==> src/vid_pkg.sv <==
package vid_pkg;

   // ---------------------------------------------------------------------------
   // Active frame geometry
   // ---------------------------------------------------------------------------
   localparam logic [15:0] C_COLS = 16'd32;
   localparam logic [15:0] C_ROWS = 16'd8;

   // Frame counter wraps here
   localparam int C_FRAME_MOD = 16;

   // One row in this many goes out per frame
   localparam int C_ROW_PHASES = 4;

   typedef struct packed {
      logic [7:0] r;
      logic [7:0] g;
      logic [7:0] b;
   } pix_t;

   // One cycle of the decoded video stream
   typedef struct packed {
      logic        sof;
      logic        sol;
      logic        eol;
      logic        eof;
      logic        pix_valid;
      logic [15:0] col;
      logic [15:0] row;
      pix_t        pix;
   } vid_beat_t;

endpackage

==> src/net_pkg.sv <==
package net_pkg;

   // Packet layout, header then one byte per pixel
   localparam int C_HDR_BYTES = 5;
   localparam int C_PKT_BYTES = C_HDR_BYTES + int'(vid_pkg::C_COLS);

   localparam int C_FIFO_DEPTH = 64;

   // Free-space count, 0 up to C_FIFO_DEPTH
   typedef logic [$clog2(C_FIFO_DEPTH):0] fifo_cnt_t;

   localparam logic [7:0] C_SYNC0 = 8'hCA;
   localparam logic [7:0] C_SYNC1 = 8'hFE;

   typedef struct packed {
      logic       last;
      logic [7:0] data;
   } tx_byte_t;

   // APB register map
   localparam logic [7:0] C_REG_CTRL = 8'h00;
   localparam logic [7:0] C_REG_SENT = 8'h04;
   localparam logic [7:0] C_REG_DROP = 8'h08;

endpackage

==> src/rgb2udp.sv <==
module rgb2udp (
   input  logic               clk,
   input  logic               rst,
   input  logic               enable,
   input  vid_pkg::vid_beat_t vid_beat,
   input  net_pkg::fifo_cnt_t free_cnt,
   output logic               wr_en,
   output net_pkg::tx_byte_t  wr_byte,
   output logic               pkt_done,
   output logic               row_dropped
);

   typedef enum logic [1:0] {
      st_idle,
      st_header,
      st_pixels
   } state_t;

   state_t      state;
   logic [2:0]  hdr_idx;
   logic [3:0]  frame_num;
   logic        frame_en;
   logic [15:0] row_q;

   logic        row_sel;
   logic        pkt_fits;
   logic        last_col;
   logic [7:0]  hdr_byte;
   logic [7:0]  rgb332;

   // ---------------------------------------------------------------------------
   // Row selection and packing
   // ---------------------------------------------------------------------------

   // Rows rotate with the frame number
   assign row_sel = vid_beat.sol && frame_en
                 && (vid_beat.row < vid_pkg::C_ROWS)
                 && ((vid_beat.row % vid_pkg::C_ROW_PHASES)
                     == (frame_num % vid_pkg::C_ROW_PHASES));

   // Whole packet must fit or the row goes
   assign pkt_fits = free_cnt >= net_pkg::fifo_cnt_t'(net_pkg::C_PKT_BYTES);

   assign last_col = vid_beat.col == (vid_pkg::C_COLS - 16'd1);

   assign rgb332 = {vid_beat.pix.r[7:5], vid_beat.pix.g[7:5], vid_beat.pix.b[7:6]};

   always_comb begin
      case (hdr_idx)
         3'd0:    hdr_byte = net_pkg::C_SYNC0;
         3'd1:    hdr_byte = net_pkg::C_SYNC1;
         3'd2:    hdr_byte = {4'h0, frame_num};
         3'd3:    hdr_byte = row_q[15:8];
         default: hdr_byte = row_q[7:0];
      endcase
   end

   // ---------------------------------------------------------------------------
   // Packet FSM
   // ---------------------------------------------------------------------------
   always_ff @(posedge clk) begin
      if (rst) begin
         state       <= st_idle;
         hdr_idx     <= '0;
         frame_num   <= '0;
         frame_en    <= 1'b0;
         wr_en       <= 1'b0;
         pkt_done    <= 1'b0;
         row_dropped <= 1'b0;
      end else begin
         wr_en       <= 1'b0;
         pkt_done    <= 1'b0;
         row_dropped <= 1'b0;

         // Enable only changes at a frame boundary
         if (vid_beat.sof) begin
            frame_en <= enable;
         end
         if (vid_beat.eof) begin
            if (frame_num == 4'(vid_pkg::C_FRAME_MOD - 1)) begin
               frame_num <= '0;
            end else begin
               frame_num <= frame_num + 4'd1;
            end
         end

         case (state)
            st_idle: begin
               if (row_sel) begin
                  if (pkt_fits) begin
                     // First marker goes out with this transition
                     wr_en   <= 1'b1;
                     hdr_idx <= 3'd1;
                     state   <= st_header;
                  end else begin
                     row_dropped <= 1'b1;
                  end
               end
            end
            st_header: begin
               wr_en <= 1'b1;
               if (hdr_idx == 3'(net_pkg::C_HDR_BYTES - 1)) begin
                  hdr_idx <= '0;
                  state   <= st_pixels;
               end else begin
                  hdr_idx <= hdr_idx + 3'd1;
               end
            end
            st_pixels: begin
               if (vid_beat.pix_valid) begin
                  wr_en <= 1'b1;
                  if (last_col) begin
                     pkt_done <= 1'b1;
                     state    <= st_idle;
                  end
               end
            end
            default: state <= st_idle;
         endcase
      end
   end

   // Byte payload, qualified by wr_en
   always_ff @(posedge clk) begin
      if (state == st_idle && vid_beat.sol) begin
         row_q <= vid_beat.row;
      end
      if (state == st_pixels) begin
         wr_byte <= '{last: last_col, data: rgb332};
      end else begin
         wr_byte <= '{last: 1'b0, data: hdr_byte};
      end
   end

endmodule

==> src/tx_fifo.sv <==
module tx_fifo (
   input  logic               clk,
   input  logic               rst,
   input  logic               wr_en,
   input  net_pkg::tx_byte_t  wr_byte,
   input  logic               tx_ready,
   output net_pkg::fifo_cnt_t free_cnt,
   output logic [7:0]         tx_data,
   output logic               tx_last,
   output logic               tx_valid
);

   net_pkg::tx_byte_t mem [net_pkg::C_FIFO_DEPTH];
   net_pkg::tx_byte_t out_q;

   logic [$clog2(net_pkg::C_FIFO_DEPTH)-1:0] wr_ptr;
   logic [$clog2(net_pkg::C_FIFO_DEPTH)-1:0] rd_ptr;
   net_pkg::fifo_cnt_t                       count;

   logic load_out;
   logic bypass;
   logic mem_wr;
   logic mem_rd;

   // Output slot is free next cycle if empty or being taken now
   assign load_out = !tx_valid || tx_ready;
   // Straight into the output register when the array is empty
   assign bypass   = load_out && (count == '0) && wr_en;
   assign mem_wr   = wr_en && !bypass;
   assign mem_rd   = load_out && (count != '0);

   assign free_cnt = net_pkg::fifo_cnt_t'(net_pkg::C_FIFO_DEPTH) - count;
   assign tx_data  = out_q.data;
   assign tx_last  = out_q.last;

   always_ff @(posedge clk) begin
      if (rst) begin
         wr_ptr   <= '0;
         rd_ptr   <= '0;
         count    <= '0;
         tx_valid <= 1'b0;
      end else begin
         if (mem_wr) begin
            wr_ptr <= wr_ptr + 1'b1;
         end
         if (mem_rd) begin
            rd_ptr <= rd_ptr + 1'b1;
         end
         count <= count + net_pkg::fifo_cnt_t'(mem_wr) - net_pkg::fifo_cnt_t'(mem_rd);
         if (load_out) begin
            tx_valid <= mem_rd || bypass;
         end
      end
   end

   always_ff @(posedge clk) begin
      if (mem_wr) begin
         mem[wr_ptr] <= wr_byte;
      end
      if (mem_rd) begin
         out_q <= mem[rd_ptr];
      end else if (bypass) begin
         out_q <= wr_byte;
      end
   end

endmodule

==> src/video_rx.sv <==
module video_rx (
   input  logic              clk,
   input  logic              rst,
   input  logic              in_frame,
   input  logic              in_line,
   input  logic              data_in_en,
   input  vid_pkg::pix_t     data_in,
   output vid_pkg::vid_beat_t vid_beat
);

   logic        frame_q;
   logic        line_q;
   logic [15:0] col_cnt;
   logic [15:0] row_cnt;

   // ---------------------------------------------------------------------------
   // Strobe history and position counters
   // ---------------------------------------------------------------------------
   always_ff @(posedge clk) begin
      if (rst) begin
         frame_q <= 1'b0;
         line_q  <= 1'b0;
         col_cnt <= '0;
         row_cnt <= '0;
      end else begin
         frame_q <= in_frame;
         line_q  <= in_line;
         if (in_line && !line_q) begin
            col_cnt <= '0;
         end else if (data_in_en) begin
            col_cnt <= col_cnt + 16'd1;
         end
         // Row advances once the line has ended
         if (in_frame && !frame_q) begin
            row_cnt <= '0;
         end else if (line_q && !in_line) begin
            row_cnt <= row_cnt + 16'd1;
         end
      end
   end

   // Beat output, one cycle behind the inputs
   always_ff @(posedge clk) begin
      vid_beat.col <= col_cnt;
      vid_beat.row <= row_cnt;
      vid_beat.pix <= data_in;
      if (rst) begin
         vid_beat.sof       <= 1'b0;
         vid_beat.sol       <= 1'b0;
         vid_beat.eol       <= 1'b0;
         vid_beat.eof       <= 1'b0;
         vid_beat.pix_valid <= 1'b0;
      end else begin
         vid_beat.sof       <= in_frame && !frame_q;
         vid_beat.sol       <= in_line && !line_q;
         vid_beat.eol       <= line_q && !in_line;
         vid_beat.eof       <= frame_q && !in_frame;
         vid_beat.pix_valid <= data_in_en;
      end
   end

endmodule

==> src/video_udp_regs.sv <==
module video_udp_regs (
   input  logic        clk,
   input  logic        rst,
   input  logic        psel,
   input  logic        penable,
   input  logic        pwrite,
   input  logic [7:0]  paddr,
   input  logic [31:0] pwdata,
   input  logic        pkt_done,
   input  logic        row_dropped,
   output logic [31:0] prdata,
   output logic        pready,
   output logic        enable
);

   logic [31:0] sent_cnt;
   logic [31:0] drop_cnt;
   logic        reg_wr;

   // No wait states
   assign pready = 1'b1;
   assign reg_wr = psel && penable && pwrite;

   always_ff @(posedge clk) begin
      if (rst) begin
         enable   <= 1'b0;
         sent_cnt <= '0;
         drop_cnt <= '0;
      end else begin
         if (reg_wr && paddr == net_pkg::C_REG_CTRL) begin
            enable <= pwdata[0];
         end
         // Any write clears a counter
         if (reg_wr && paddr == net_pkg::C_REG_SENT) begin
            sent_cnt <= '0;
         end else if (pkt_done) begin
            sent_cnt <= sent_cnt + 32'd1;
         end
         if (reg_wr && paddr == net_pkg::C_REG_DROP) begin
            drop_cnt <= '0;
         end else if (row_dropped) begin
            drop_cnt <= drop_cnt + 32'd1;
         end
      end
   end

   // Read data valid in the access cycle
   always_comb begin
      case (paddr)
         net_pkg::C_REG_CTRL: prdata = {31'd0, enable};
         net_pkg::C_REG_SENT: prdata = sent_cnt;
         net_pkg::C_REG_DROP: prdata = drop_cnt;
         default:             prdata = '0;
      endcase
   end

endmodule

==> src/video_udp_top.sv <==
module video_udp_top (
   input  logic          clk,
   input  logic          rst,
   input  logic          in_frame,
   input  logic          in_line,
   input  logic          data_in_en,
   input  vid_pkg::pix_t data_in,
   input  logic          tx_ready,
   output logic [7:0]    tx_data,
   output logic          tx_last,
   output logic          tx_valid,
   input  logic          psel,
   input  logic          penable,
   input  logic          pwrite,
   input  logic [7:0]    paddr,
   input  logic [31:0]   pwdata,
   output logic [31:0]   prdata,
   output logic          pready
);

   vid_pkg::vid_beat_t vid_beat;
   net_pkg::tx_byte_t  wr_byte;
   net_pkg::fifo_cnt_t free_cnt;
   logic               wr_en;
   logic               enable;
   logic               pkt_done;
   logic               row_dropped;

   video_rx i_video_rx (
      .clk        (clk),
      .rst        (rst),
      .in_frame   (in_frame),
      .in_line    (in_line),
      .data_in_en (data_in_en),
      .data_in    (data_in),
      .vid_beat   (vid_beat)
   );

   rgb2udp i_rgb2udp (
      .clk         (clk),
      .rst         (rst),
      .enable      (enable),
      .vid_beat    (vid_beat),
      .free_cnt    (free_cnt),
      .wr_en       (wr_en),
      .wr_byte     (wr_byte),
      .pkt_done    (pkt_done),
      .row_dropped (row_dropped)
   );

   tx_fifo i_tx_fifo (
      .clk      (clk),
      .rst      (rst),
      .wr_en    (wr_en),
      .wr_byte  (wr_byte),
      .tx_ready (tx_ready),
      .free_cnt (free_cnt),
      .tx_data  (tx_data),
      .tx_last  (tx_last),
      .tx_valid (tx_valid)
   );

   video_udp_regs i_regs (
      .clk         (clk),
      .rst         (rst),
      .psel        (psel),
      .penable     (penable),
      .pwrite      (pwrite),
      .paddr       (paddr),
      .pwdata      (pwdata),
      .pkt_done    (pkt_done),
      .row_dropped (row_dropped),
      .prdata      (prdata),
      .pready      (pready),
      .enable      (enable)
   );

endmodule
==> config.mk <==
export PLATFORM = sky130hd
export DESIGN_NAME = video_udp_top
export DESIGN_NICKNAME = d
export VERILOG_FILES = /design/src/vid_pkg.sv /design/src/net_pkg.sv /design/src/rgb2udp.sv /design/src/tx_fifo.sv /design/src/video_rx.sv /design/src/video_udp_regs.sv /design/src/video_udp_top.sv
export SDC_FILE = /design/constraint.sdc
export NUM_CORES = 1
export LEC_CHECK = 0
export BUFFER_PORTS_ARGS = -buffer_cell sky130_fd_sc_hd__buf_2
export CORE_MARGIN = 5
export CORE_UTILIZATION = 29
export CTS_CLUSTER_DIAMETER = 50
export DETAILED_ROUTE_END_ITERATION = 7
export PLACE_DENSITY = 0.51
export SETUP_SLACK_MARGIN = 0.15
export SYNTH_ARGS = -nofsm -noshare
export SYNTH_HDL_FRONTEND = slang
export SYNTH_SLANG_ARGS = --single-unit
==> constraint.sdc <==
create_clock -name clk -period 6.1 [get_ports clk]
set_input_delay 0.61 -clock clk [delete_from_list [all_inputs] [get_ports clk]]
set_output_delay 0.61 -clock clk [all_outputs]
set_load 0.02 [all_outputs]
==> results of run 1 <==
synth_stat cells, types with 3 or more instances:
| master | instances |
|---|---|
| mux4_2 | 81 |
| a22o_1 | 31 |
| nor3b_1 | 5 |
| clkbuf_1 | 26 |
| a22oi_1 | 72 |
| nand3_1 | 69 |
| nor4_1 | 10 |
| nand2_1 | 80 |
| o21ai_0 | 24 |
| buf_2 | 27 |
| or3_1 | 14 |
| ha_1 | 25 |
| a21oi_1 | 41 |
| and3_1 | 16 |
| a221oi_1 | 6 |
| nor2b_1 | 17 |
| o21bai_1 | 4 |
| and4_1 | 6 |
| dfxtp_1 | 191 |
| buf_1 | 12 |
| buf_4 | 24 |
| xor2_1 | 68 |
| or2_2 | 3 |
| a221o_1 | 9 |
| nand4_1 | 34 |
| nor2_1 | 217 |
| edfxtp_1 | 601 |
| and2_1 | 8 |
| nor3_1 | 11 |
| nand3b_1 | 3 |
| inv_1 | 28 |
| xnor2_1 | 35 |
| mux2i_1 | 171 |
report_power, final:
part | switching [mW] | internal [mW]
Sequential | 0.237 | 5.83
Clock | 2.11 | 3.34
Combinational | 0.930 | 0.742
layout make-up:
class | instances | area [sq um]
well taps | 1403 | 1760
multi-input cells | 1093 | 8640
clock buffers | 119 | 2530
inverters | 29 | 109
clock inverters | 40 | 495
repair buffers | 86 | 503
flip-flops and latches | 792 | 21900
fillers | 10200 | 70800
flip-flops by register name (all words and copies together), names as in the netlist, 2 cells and up, named ones only:
signal,cells
i_rgb2udp.state,2
i_rgb2udp.wr_byte,9
i_video_rx.col_cnt,16
i_tx_fifo.rd_ptr,6
i_tx_fifo.count,7
i_tx_fifo.wr_ptr,6
i_rgb2udp.frame_num,4
i_tx_fifo.mem,576
i_video_rx.row_cnt,16
i_video_rx.vid_beat,44
i_tx_fifo.tx_data,8
i_regs.drop_cnt,32
i_rgb2udp.hdr_idx,3
i_rgb2udp.row_q,16
i_regs.sent_cnt,32
layer usage:
layer / vias up / global-route usage (%) / wire length, microns
met5: - / 0 / 20
met4: 2 / 3.63 / 1610
met3: 113 / 2.08 / 3290
met2: 375 / 20.5 / 33800
met1: 8444 / 16.4 / 31800
li1: 7828 / - / -
metrics by stage:
step	worst slack (ns)	total power [mW]	hold WS (ns)	cells	cell area [sq um]
2_1_floorplan	3.34	7.33	0.349	2006	31100
3_3_place_gp	2.32	7.88	0.355	3403	32900
3_5_place_dp	2.35	7.88	0.361	3403	32900
4_1_cts	2.34	13.3	0.0605	3562	35900
5_1_grt	1.97	13.7	0.0730	3562	35900
6_report	2.34	13.2	0.100	3562	35900
cell usage in the layout, fill, tap and decap left out, types with 68 or more instances in the layout:
master / synthesis / routed
edfxtp_1: 601 / 601
mux4_2: 81 / 81
clkbuf_16: 0 / 95
nor2_1: 217 / 217
mux2i_1: 171 / 171
a22oi_1: 72 / 72
nand2_1: 80 / 80
xor2_1: 68 / 68
dfxtp_1: 191 / 179
nand3_1: 69 / 69
worst min path at each step:
stage	cells past startpoint	end	startpoint	slack, ns
final	1	i_video_rx.vid_beat[22]$_DFF_P_	data_in[22]	0.10
after global routing	1	i_video_rx.vid_beat[22]$_DFF_P_	data_in[22]	0.07
after CTS	1	i_video_rx.vid_beat[22]$_DFF_P_	data_in[22]	0.06
after detailed placement	0	i_video_rx.vid_beat[55]$_DFF_P_	i_video_rx.col_cnt[15]$_SDFFE_PP0P_	0.36
after global placement	0	i_video_rx.vid_beat[55]$_DFF_P_	i_video_rx.col_cnt[15]$_SDFFE_PP0P_	0.36
after floorplan	0	i_video_rx.vid_beat[39]$_DFF_P_	i_video_rx.row_cnt[15]$_SDFFE_PP0P_	0.35
kinds of logic (layout without fill, tap and decap cells):
kind of cell    after synthesis  after routing  share of synthesized area, %
flops                       792            792                          70.3
simple gates                508            508                          7.75
mux                         252            252                          11.4
compound gates              203            203                          4.65
buf+inv                     121            274                          1.91
xor+xnor                    103            103                          2.90
fa+ha+maj                    26             26                          1.07
other cells                   1              1                        0.0121
==> results.toml, run 1 <==
[floorplan]
dieArea_sq_um = 114000
initial_core_util_pct = 29.1
die_h_microns = 337
ios = 116
fp-row-count = 120
die_x_microns = 337
core_sq_um = 107000

[clocking]
insertion_delay_ns = 0.62
cts-root-buf = "clkbuf_16"
cts_tree = "built"
cts_sinks = 792
path_clk_slew_ns = 0.06
htree_levels = 3
cts_hold_repair.buffers = 0
clock_path_buffers = 3
ctsResizeCount = 0
tritoncts.num_buffers = 87
post_cts_buffers = 0

[status]
run_status = "finished, final reports clean"

[logic_synthesis]
syn_inst = 2006
synth_edf_count = 601
synth-main-ff-cell = "edfxtp_1"
ys_seq_area_share_pct = 70.3
synthesis.nets = 2105
yosys.area.top_type_share_pct = 58.0
ys_top_cells_by_area = "edfxtp_1 (58%), dfxtp_1 (12%), mux4_2 (5.9%)"
yosys_warnings = 0
syn_area_sq_um = 31100
yosys_register_bits = 792
synth.distinct_cells = 62
synth.avg_cell_area_sq_um = 15.5
async_flop_share_pct = 0
yosysTopAreaCell = "edfxtp_1"

[timing]
worstMarginPinSlew_ns = 1.15
finalSetupTns_ns = 0
finalCritPeriodShare_pct = 61.7
finalSetupViolations = 0
final_hold_viol_count = 0
rsz0062_at_grt = "false"
period_needed_ns = 3.76
finClkSkew_ns = 0.0228
slew_headroom_pct = 23.0
fmax_mhz = 266
slew_violations = 0

[route]
vias = 16800
drt_iter0_markers = 1180
ant_nets = 0
wl_microns = 70600
avgViaCountPerCell = 4.71
wl_per_cell_microns = 19.8
dr.pass1.iters = 5
route.detailed.drc = 0

[global_route]
grt_pass1_wl_microns = 107000
grt_max_degree = 70
first_global_vias = 17400
gr-total-overflow = 0
antenna_found_initial = 4
grt_usage_pct = 12.2

[setup_path]
path_cells = "inv_1 > ha_1 > nand4b_1 > nand2_1 > clkinv_1 > ha_1 > inv_1 > ha_1 > inv_1 > fa_1 > o21bai_1 > a21oi_1 > o21bai_1 > a21oi_1 > xnor2_1 > nor2_1"
critPathKind = "reg -> reg"
critPathBufInv = 4
cp-start-kind = "flip-flop"
crit_slowest_cell = "nand2_1"
cp.arrival_ns = 4.23
rrSetupSlack_ns = 2.34
critPathCapture = "i_tx_fifo.count[6]$_SDFF_PP0_"
rr_worst_depth = 16
path_max_fanout = 13
crit_cells = 16
r2r_start = "i_tx_fifo.count[1]$_SDFF_PP0_"
max_stage_delay_ns = 0.49
end_kind = "flip-flop"
startpoint = "i_tx_fifo.count[1]$_SDFF_PP0_"
crit_family = "adder cells"
regToRegEndpoint = "i_tx_fifo.count[6]$_SDFF_PP0_"
cp.required_ns = 6.56

[finish]
antenna_cells = 0
areaGrowthSynthToFinish_pct = 15.5
fin_util_pct = 33.7
drive_gt1_share_pct = 15.4
layout.nets = 2188

[job]
max_cap_viol_count = 0

[place]
gp_congestion = 0.787
numPortBuffers = 67
dp_hpwl_microns = 43300

[power_and_ir_drop]
cellPowerDensity_nw_per_um2 = 367
ir_worst_vdd_mv = 0.207
leakage_nw = 11.3

[min_path]
hold_path_class = "in -> reg"
(Power assumes the default switching activity.)
==> run 2, diff against run 1 <==
--- a/config.mk
+++ b/config.mk
@@ -5,6 +5,7 @@
 export SDC_FILE = /design/constraint.sdc
 export NUM_CORES = 1
 export LEC_CHECK = 0
+export ABC_AREA = 1
 export BUFFER_PORTS_ARGS = -buffer_cell sky130_fd_sc_hd__buf_2
 export CORE_MARGIN = 5
 export CORE_UTILIZATION = 29
==> constraint.sdc (replaced) <==
create_clock -name clk -period 3.6 [get_ports clk]
set_input_delay 0.36 -clock clk [delete_from_list [all_inputs] [get_ports clk]]
set_output_delay 0.36 -clock clk [all_outputs]
set_load 0.02 [all_outputs]
==> run 2 against run 1 <==
Clock skew rose by 0.014 ns. Critical endpoint is now i_tx_fifo.mem[8][6]$_DFFE_PP_. Largest power group unchanged. Area after synthesis rose by 5.7%. Clock power rose by 78%. Combinational power rose to 2.8 times the previous value. Final area rose by 7.3%. Die area rose by 5.5%. Largest cell class unchanged. Highest routed layer unchanged. Worst hold slack improved by 0.0036 ns.
==> results.toml, run 2 <==
[place]
dp_hpwl_microns = 52300
numPortBuffers = 67
gp_congestion = 0.828

[finish]
layout.nets = 3402
fillerInstances = 11200
layout_common_cells = "nand2_1 (884), edfxtp_1 (601), nand3_1 (580)"
seq_area_sq_um = 21900
top_register = "i_tx_fifo.mem"
drive_gt1_share_pct = 11.8
largest_reg_flops = 576
antenna_cells = 0
multiInputGateArea_sq_um = 9540
final_common_cell = "nand2_1"
reg.largest.list = "i_tx_fifo.mem (576), i_video_rx.vid_beat (44)"
areaGrowthSynthToFinish_pct = 17.3

[clocking]
insertion_delay_ns = 0.66
cts_sinks = 792
clock_path_buffers = 3
htree_levels = 3
cts-root-buf = "clkbuf_16"
path_clk_slew_ns = 0.06
post_cts_buffers = 0
tritoncts.num_buffers = 94
cts_tree = "built"

[min_path]
hold_path_class = "in -> reg"

[timing]
slew_headroom_pct = 18.9
slew_violations = 0
hold_ws_ns = 0.104
final_hold_viol_count = 0
finalSetupViolations = 0
finClkSkew_ns = 0.0369
finalCritPeriodShare_pct = 86.7
rsz0062_at_grt = "false"
worstMarginPinSlew_ns = 1.21
fmax_mhz = 320
period_needed_ns = 3.12
finalSetupTns_ns = 0

[floorplan]
die_x_microns = 347
dieArea_sq_um = 120000
fp-row-count = 123
initial_core_util_pct = 29.2
die_h_microns = 347
core_sq_um = 112000
ios = 116

[logic_synthesis]
async_flop_share_pct = 0
ys_top_cells_by_area = "edfxtp_1 (55%), dfxtp_1 (12%), nand2_1 (10%)"
synth-compound-area-share_pct = 3.30
synth.distinct_cells = 55
yosys_warnings = 0
yosys.area.top_type_share_pct = 54.9
synthAdderAreaFrac_pct = 1.01
yosysTopAreaCell = "edfxtp_1"
synth_top_family_by_area = "simple AND/OR/NAND/NOR gates"
synth_edf_count = 601
synth-main-ff-cell = "edfxtp_1"
yosysMostFrequentCell = "nand2_1"
yosys_register_bits = 792
synth_mux_area_share_pct = 0
synthesis.nets = 3260
yosys.area_share.simple_pct = 23.9
synth.avg_cell_area_sq_um = 10.4
synth_xor_xnor_area_share_pct = 0.799
ys_seq_area_share_pct = 66.5
syn_area_sq_um = 32900
synth_commonest_cells = "nand2_1 (884), edfxtp_1 (601), nand3_1 (580)"
syn_inst = 3161

[route]
ant_nets = 0
wl_per_cell_microns = 17.4
wl_microns = 85100
dr.pass1.iters = 7
route.detailed.drc = 0
vias = 22700
drt_iter0_markers = 1786
avgViaCountPerCell = 4.65

[power_and_ir_drop]
cellPowerDensity_nw_per_um2 = 639
leakage_nw = 13.9
ir_worst_vdd_mv = 0.497

[global_route]
grt_pass1_wl_microns = 131000
grt_max_degree = 176
antenna_found_initial = 1
first_global_vias = 22000
gr-total-overflow = 0
grt_usage_pct = 13.8

[setup_path]
cp.required_ns = 3.95
critPathKind = "reg -> reg"
cp.arrival_ns = 3.47
end_kind = "flip-flop"
path_max_fanout = 10
cp-start-kind = "flip-flop"

[status]
run_status = "finished, final reports clean"

[job]
max_cap_viol_count = 0
run 2: cell families (layout without fill, tap and decap cells):
logic type,count (synthesis),in the layout
simple gates,1791,1791
flops,792,792
buf+inv,323,542
compound gates,198,198
xor+xnor,30,30
fa+ha+maj,26,26
other cells,1,1
run 2: through the flow:
stage | instance area [sq um] | utilization, % | power, mW | setup WS [ns] | cells
3_3_place_gp | 35200 | 31.3 | 15.2 | 0.533 | 4695
6_report | 38600 | 34.3 | 24.6 | 0.479 | 4880
3_5_place_dp | 35200 | 31.3 | 15.2 | 0.508 | 4695
2_1_floorplan | 32900 | - | 13.7 | 0.708 | 3161
4_1_cts | 38600 | 34.3 | 24.9 | 0.514 | 4880
5_1_grt | 38600 | 34.3 | 25.9 | 0.300 | 4880
run 2: report_power, final:
group / leakage [nW] / internal, mW / total (mW) / switching [mW]
logic: 5.32 / 1.39 / 4.69 / 3.31
registers: 6.98 / 10.0 / 10.3 / 0.225
clock network: 1.57 / 5.77 / 9.69 / 3.92
total: 13.9 / 17.2 / 24.6 / 7.45
run 2: worst paths after layout:
check | to | start | slack (ns) | cells past startpoint
max reg2reg | i_tx_fifo.mem[8][6]$_DFFE_PP_ | i_tx_fifo.count[1]$_SDFF_PP0_ | 0.48 | 12
min reg2reg | i_video_rx.vid_beat[38]$_DFF_P_ | i_video_rx.row_cnt[14]$_SDFFE_PP0P_ | 0.35 | 0
max | i_tx_fifo.mem[8][6]$_DFFE_PP_ | i_tx_fifo.count[1]$_SDFF_PP0_ | 0.48 | 12
min | i_regs.enable$_SDFFE_PP0P_ | penable | 0.10 | 4
run 2: layer usage:
layer / part of all wire (%) / global-route usage (%) / wire (microns) / vias to the layer above
li1: - / - / - / 11200
met1: 45 / 18.8 / 38100 / 10800
met2: 47 / 22.5 / 39800 / 564
met3: 5.6 / 2.46 / 4790 / 133
met4: 2.7 / 4.22 / 2310 / 2
met5: 0.015 / 0 / 13 / -
run 2: area by class of cell:
cell class | count | area share [%]
clock buffer | 110 | 6.41
timing repair buffer | 187 | 3.51
tap | 1500 | 4.87
clock inverter | 63 | 1.89
multi-input combinational | 2046 | 24.7
sequential | 792 | 56.8
inverter | 182 | 1.81
run 2: repair_timing:
| action | 4_1_cts | 5_1_grt |
|---|---|---|
| hold endpoints to repair | 17 | 0 |
| hold buffers | 12 | 0 |
| resized for setup | 0 | 0 |
run 2: critical path, stage by stage, from the launching register on:
cell and delay [ns]:
dfxtp_1 0.40, inv_1 0.11, ha_1 0.22, nand2_1 0.16, nor3_4 0.07, nand2_1 0.08
nand2_1 0.18, inv_1 0.14, buf_4 0.18, nand4_1 0.54, buf_4 0.43, nor2_1 0.13
buf_4 0.21
==> run 3, diff against run 2 <==
--- a/config.mk
+++ b/config.mk
@@ -5,7 +5,6 @@
 export SDC_FILE = /design/constraint.sdc
 export NUM_CORES = 1
 export LEC_CHECK = 0
-export ABC_AREA = 1
 export BUFFER_PORTS_ARGS = -buffer_cell sky130_fd_sc_hd__buf_2
 export CORE_MARGIN = 5
 export CORE_UTILIZATION = 29
==> run 3 against run 2 <==
Utilization up 0.29 points. Sequential share of layout area up 2.6 points. Die area down 5.2%. Critical endpoint is now i_tx_fifo.count[6]$_SDFF_PP0_. Largest cell class unchanged. Via count down 24%. Highest routed layer is now met4. Routed wire length down 16%. Cell count down 25%. Sequential power about the same. Total power down 7.7%. Final area down 4.3%. Maximum frequency up 3.4%. Clock skew down 0.016 ns.
==> results.toml, run 3 (synthesis gave the netlist of run 1 again) <==
[clocking]
cts-root-buf = "clkbuf_16"
tritoncts.num_buffers = 94
path_clk_slew_ns = 0.05
ctsResizeCount = 0
clock_path_buffers = 3
cts_tree = "built"
htree_levels = 3
insertion_delay_ns = 0.64
cts_sinks = 792

[finish]
multiInputGateArea_sq_um = 8640
fin_util_pct = 34.6
layout_common_cells = "edfxtp_1 (601), nor2_1 (217), dfxtp_1 (179)"
layout.nets = 2293
drive_gt1_share_pct = 18.6
areaGrowthSynthToFinish_pct = 18.7
largest_reg_flops = 576
final_common_cell = "edfxtp_1"
final_area_sq_um = 36900
fillerInstances = 10100
top_register = "i_tx_fifo.mem"
reg.largest.list = "i_tx_fifo.mem (576), i_video_rx.vid_beat (44)"
seq_area_sq_um = 21900

[setup_path]
max_stage_delay_ns = 0.39
crit_slowest_cell = "fa_1"
critPathKind = "reg -> reg"
cp.arrival_ns = 3.50
path_max_fanout = 4
cp.required_ns = 4.09
path_cells = "inv_1 > ha_1 > nand4b_1 > nand2_1 > clkinv_1 > ha_1 > inv_1 > ha_1 > inv_1 > fa_1 > o21bai_1 > a21oi_1 > o21bai_1 > a21oi_1 > xnor2_1 > nor2_1"
cp-start-kind = "flip-flop"
end_kind = "flip-flop"

[timing]
rsz0062_at_grt = "false"
finClkSkew_ns = 0.0204
slew_violations = 0
hold_ws_ns = 0.0736
setup_ws_ns = 0.582
fmax_mhz = 331
slew_headroom_pct = 31.1
final_hold_viol_count = 0
finalCritPeriodShare_pct = 83.8
finalSetupViolations = 0
worstMarginPinSlew_ns = 1.03
period_needed_ns = 3.02
finalSetupTns_ns = 0

[place]
placed_area_sq_um = 33600
dp_hpwl_microns = 46300
gp_congestion = 0.810
numPortBuffers = 67
dpl_worst_slack_ns = 0.542

[floorplan]
dieArea_sq_um = 114000
die_x_microns = 337
fp-row-count = 120
die_h_microns = 337
core_sq_um = 107000
initial_core_util_pct = 29.1
ios = 116

[global_route]
gr-total-overflow = 0
antenna_found_initial = 4
grt_max_degree = 64
grt_pass1_wl_microns = 109000
grt_usage_pct = 12.5
first_global_vias = 17700

[power_and_ir_drop]
seqPwrFrac_pct = 44.5
swShare_pct = 25.2
p_switching_mw = 5.72
pwr-share-comb_pct = 13.5
p_int_mw = 17.0
cellPowerDensity_nw_per_um2 = 616
ir_worst_vdd_mv = 0.375
pwr-share-clk_pct = 42.0
leakage_nw = 11.9

[route]
wl_per_cell_microns = 19.5
drt_iter0_markers = 1302
dr.pass1.iters = 7
avgViaCountPerCell = 4.71
ant_nets = 0
vias = 17300
wl_microns = 71800
route.detailed.drc = 0

[status]
run_status = "finished, final reports clean"

[job]
max_cap_viol_count = 0

[min_path]
hold_path_class = "in -> reg"
[run 3: cell types whose count changed in the layout (fill, tap and decap cells not counted), sizes merged, moves of 72 or more]
cell	previous run	this run
nand3	586	71
nand2	891	80
a22oi	0	72
inv	185	39
mux2i	0	171
mux4	0	81
[run 3: final timing paths]
path / startpoint / end / slack [ns] / depth (start not counted)
worst min-delay path: data_in_en / i_video_rx.vid_beat[56]$_SDFF_PP0_ / 0.07 / 2
worst max-delay path: i_tx_fifo.count[1]$_SDFF_PP0_ / i_tx_fifo.count[6]$_SDFF_PP0_ / 0.58 / 16
worst min register to register: i_video_rx.row_cnt[15]$_SDFFE_PP0P_ / i_video_rx.vid_beat[39]$_DFF_P_ / 0.37 / 0
worst max register to register: i_tx_fifo.count[1]$_SDFF_PP0_ / i_tx_fifo.count[6]$_SDFF_PP0_ / 0.58 / 16
[run 3: timing repair]
| action | CTS | global route |
|---|---|---|
| buffers inserted | 0 | 0 |
| endpoints found under the setup margin | 0 | 0 |
| hold buffers | 12 | 0 |
| endpoints found under the hold margin | 13 | 0 |
[run 3: power groups by stage]
stage	registers (mW)	logic [mW]	clock network, mW
after global routing	10.1	3.36	10.2
after global placement	10.3	3.10	0
final	10.1	3.08	9.55
after CTS	10.1	3.14	9.78
after detailed placement	10.3	3.11	0
after floorplan	10.2	2.23	0
[run 3: layout make-up]
cell class                      instances  share of cell area [%]
Antenna cell                            1                 0.00678
Clock buffer                          116                    6.94
Clock inverter                         61                    1.68
Inverter                               29                   0.295
Multi-Input combinational cell       1093                    23.4
Sequential cell                       792                    59.3
Tap cell                             1403                    4.76
Timing Repair Buffer                  184                    3.57
[run 3: critical path: cells and delay by family (launching register included)]
kind | cells | cell delay (ns)
flops | 1 | 0.35
fa+ha+maj | 4 | 1.08
compound gates | 4 | 0.50
buf+inv | 4 | 0.35
simple gates | 3 | 0.44
xor+xnor | 1 | 0.16
[run 3: stage by stage]
stage / instances / total power, mW
after floorplan: 2006 / 12.4
after global placement: 3489 / 13.4
after detailed placement: 3489 / 13.4
after CTS: 3678 / 23.0
after global routing: 3678 / 23.7
final: 3679 / 22.7
[run 3: routing by layer]
| metal | global-route usage, % | up-vias | part of all wire (%) |
|---|---|---|---|
| li1 | - | 8067 | - |
| met1 | 16.8 | 8765 | 45 |
| met2 | 20.8 | 401 | 48 |
| met3 | 2.46 | 111 | 5.0 |
| met4 | 3.25 | 0 | 2.4 |
| met5 | 0 | - | 0 |
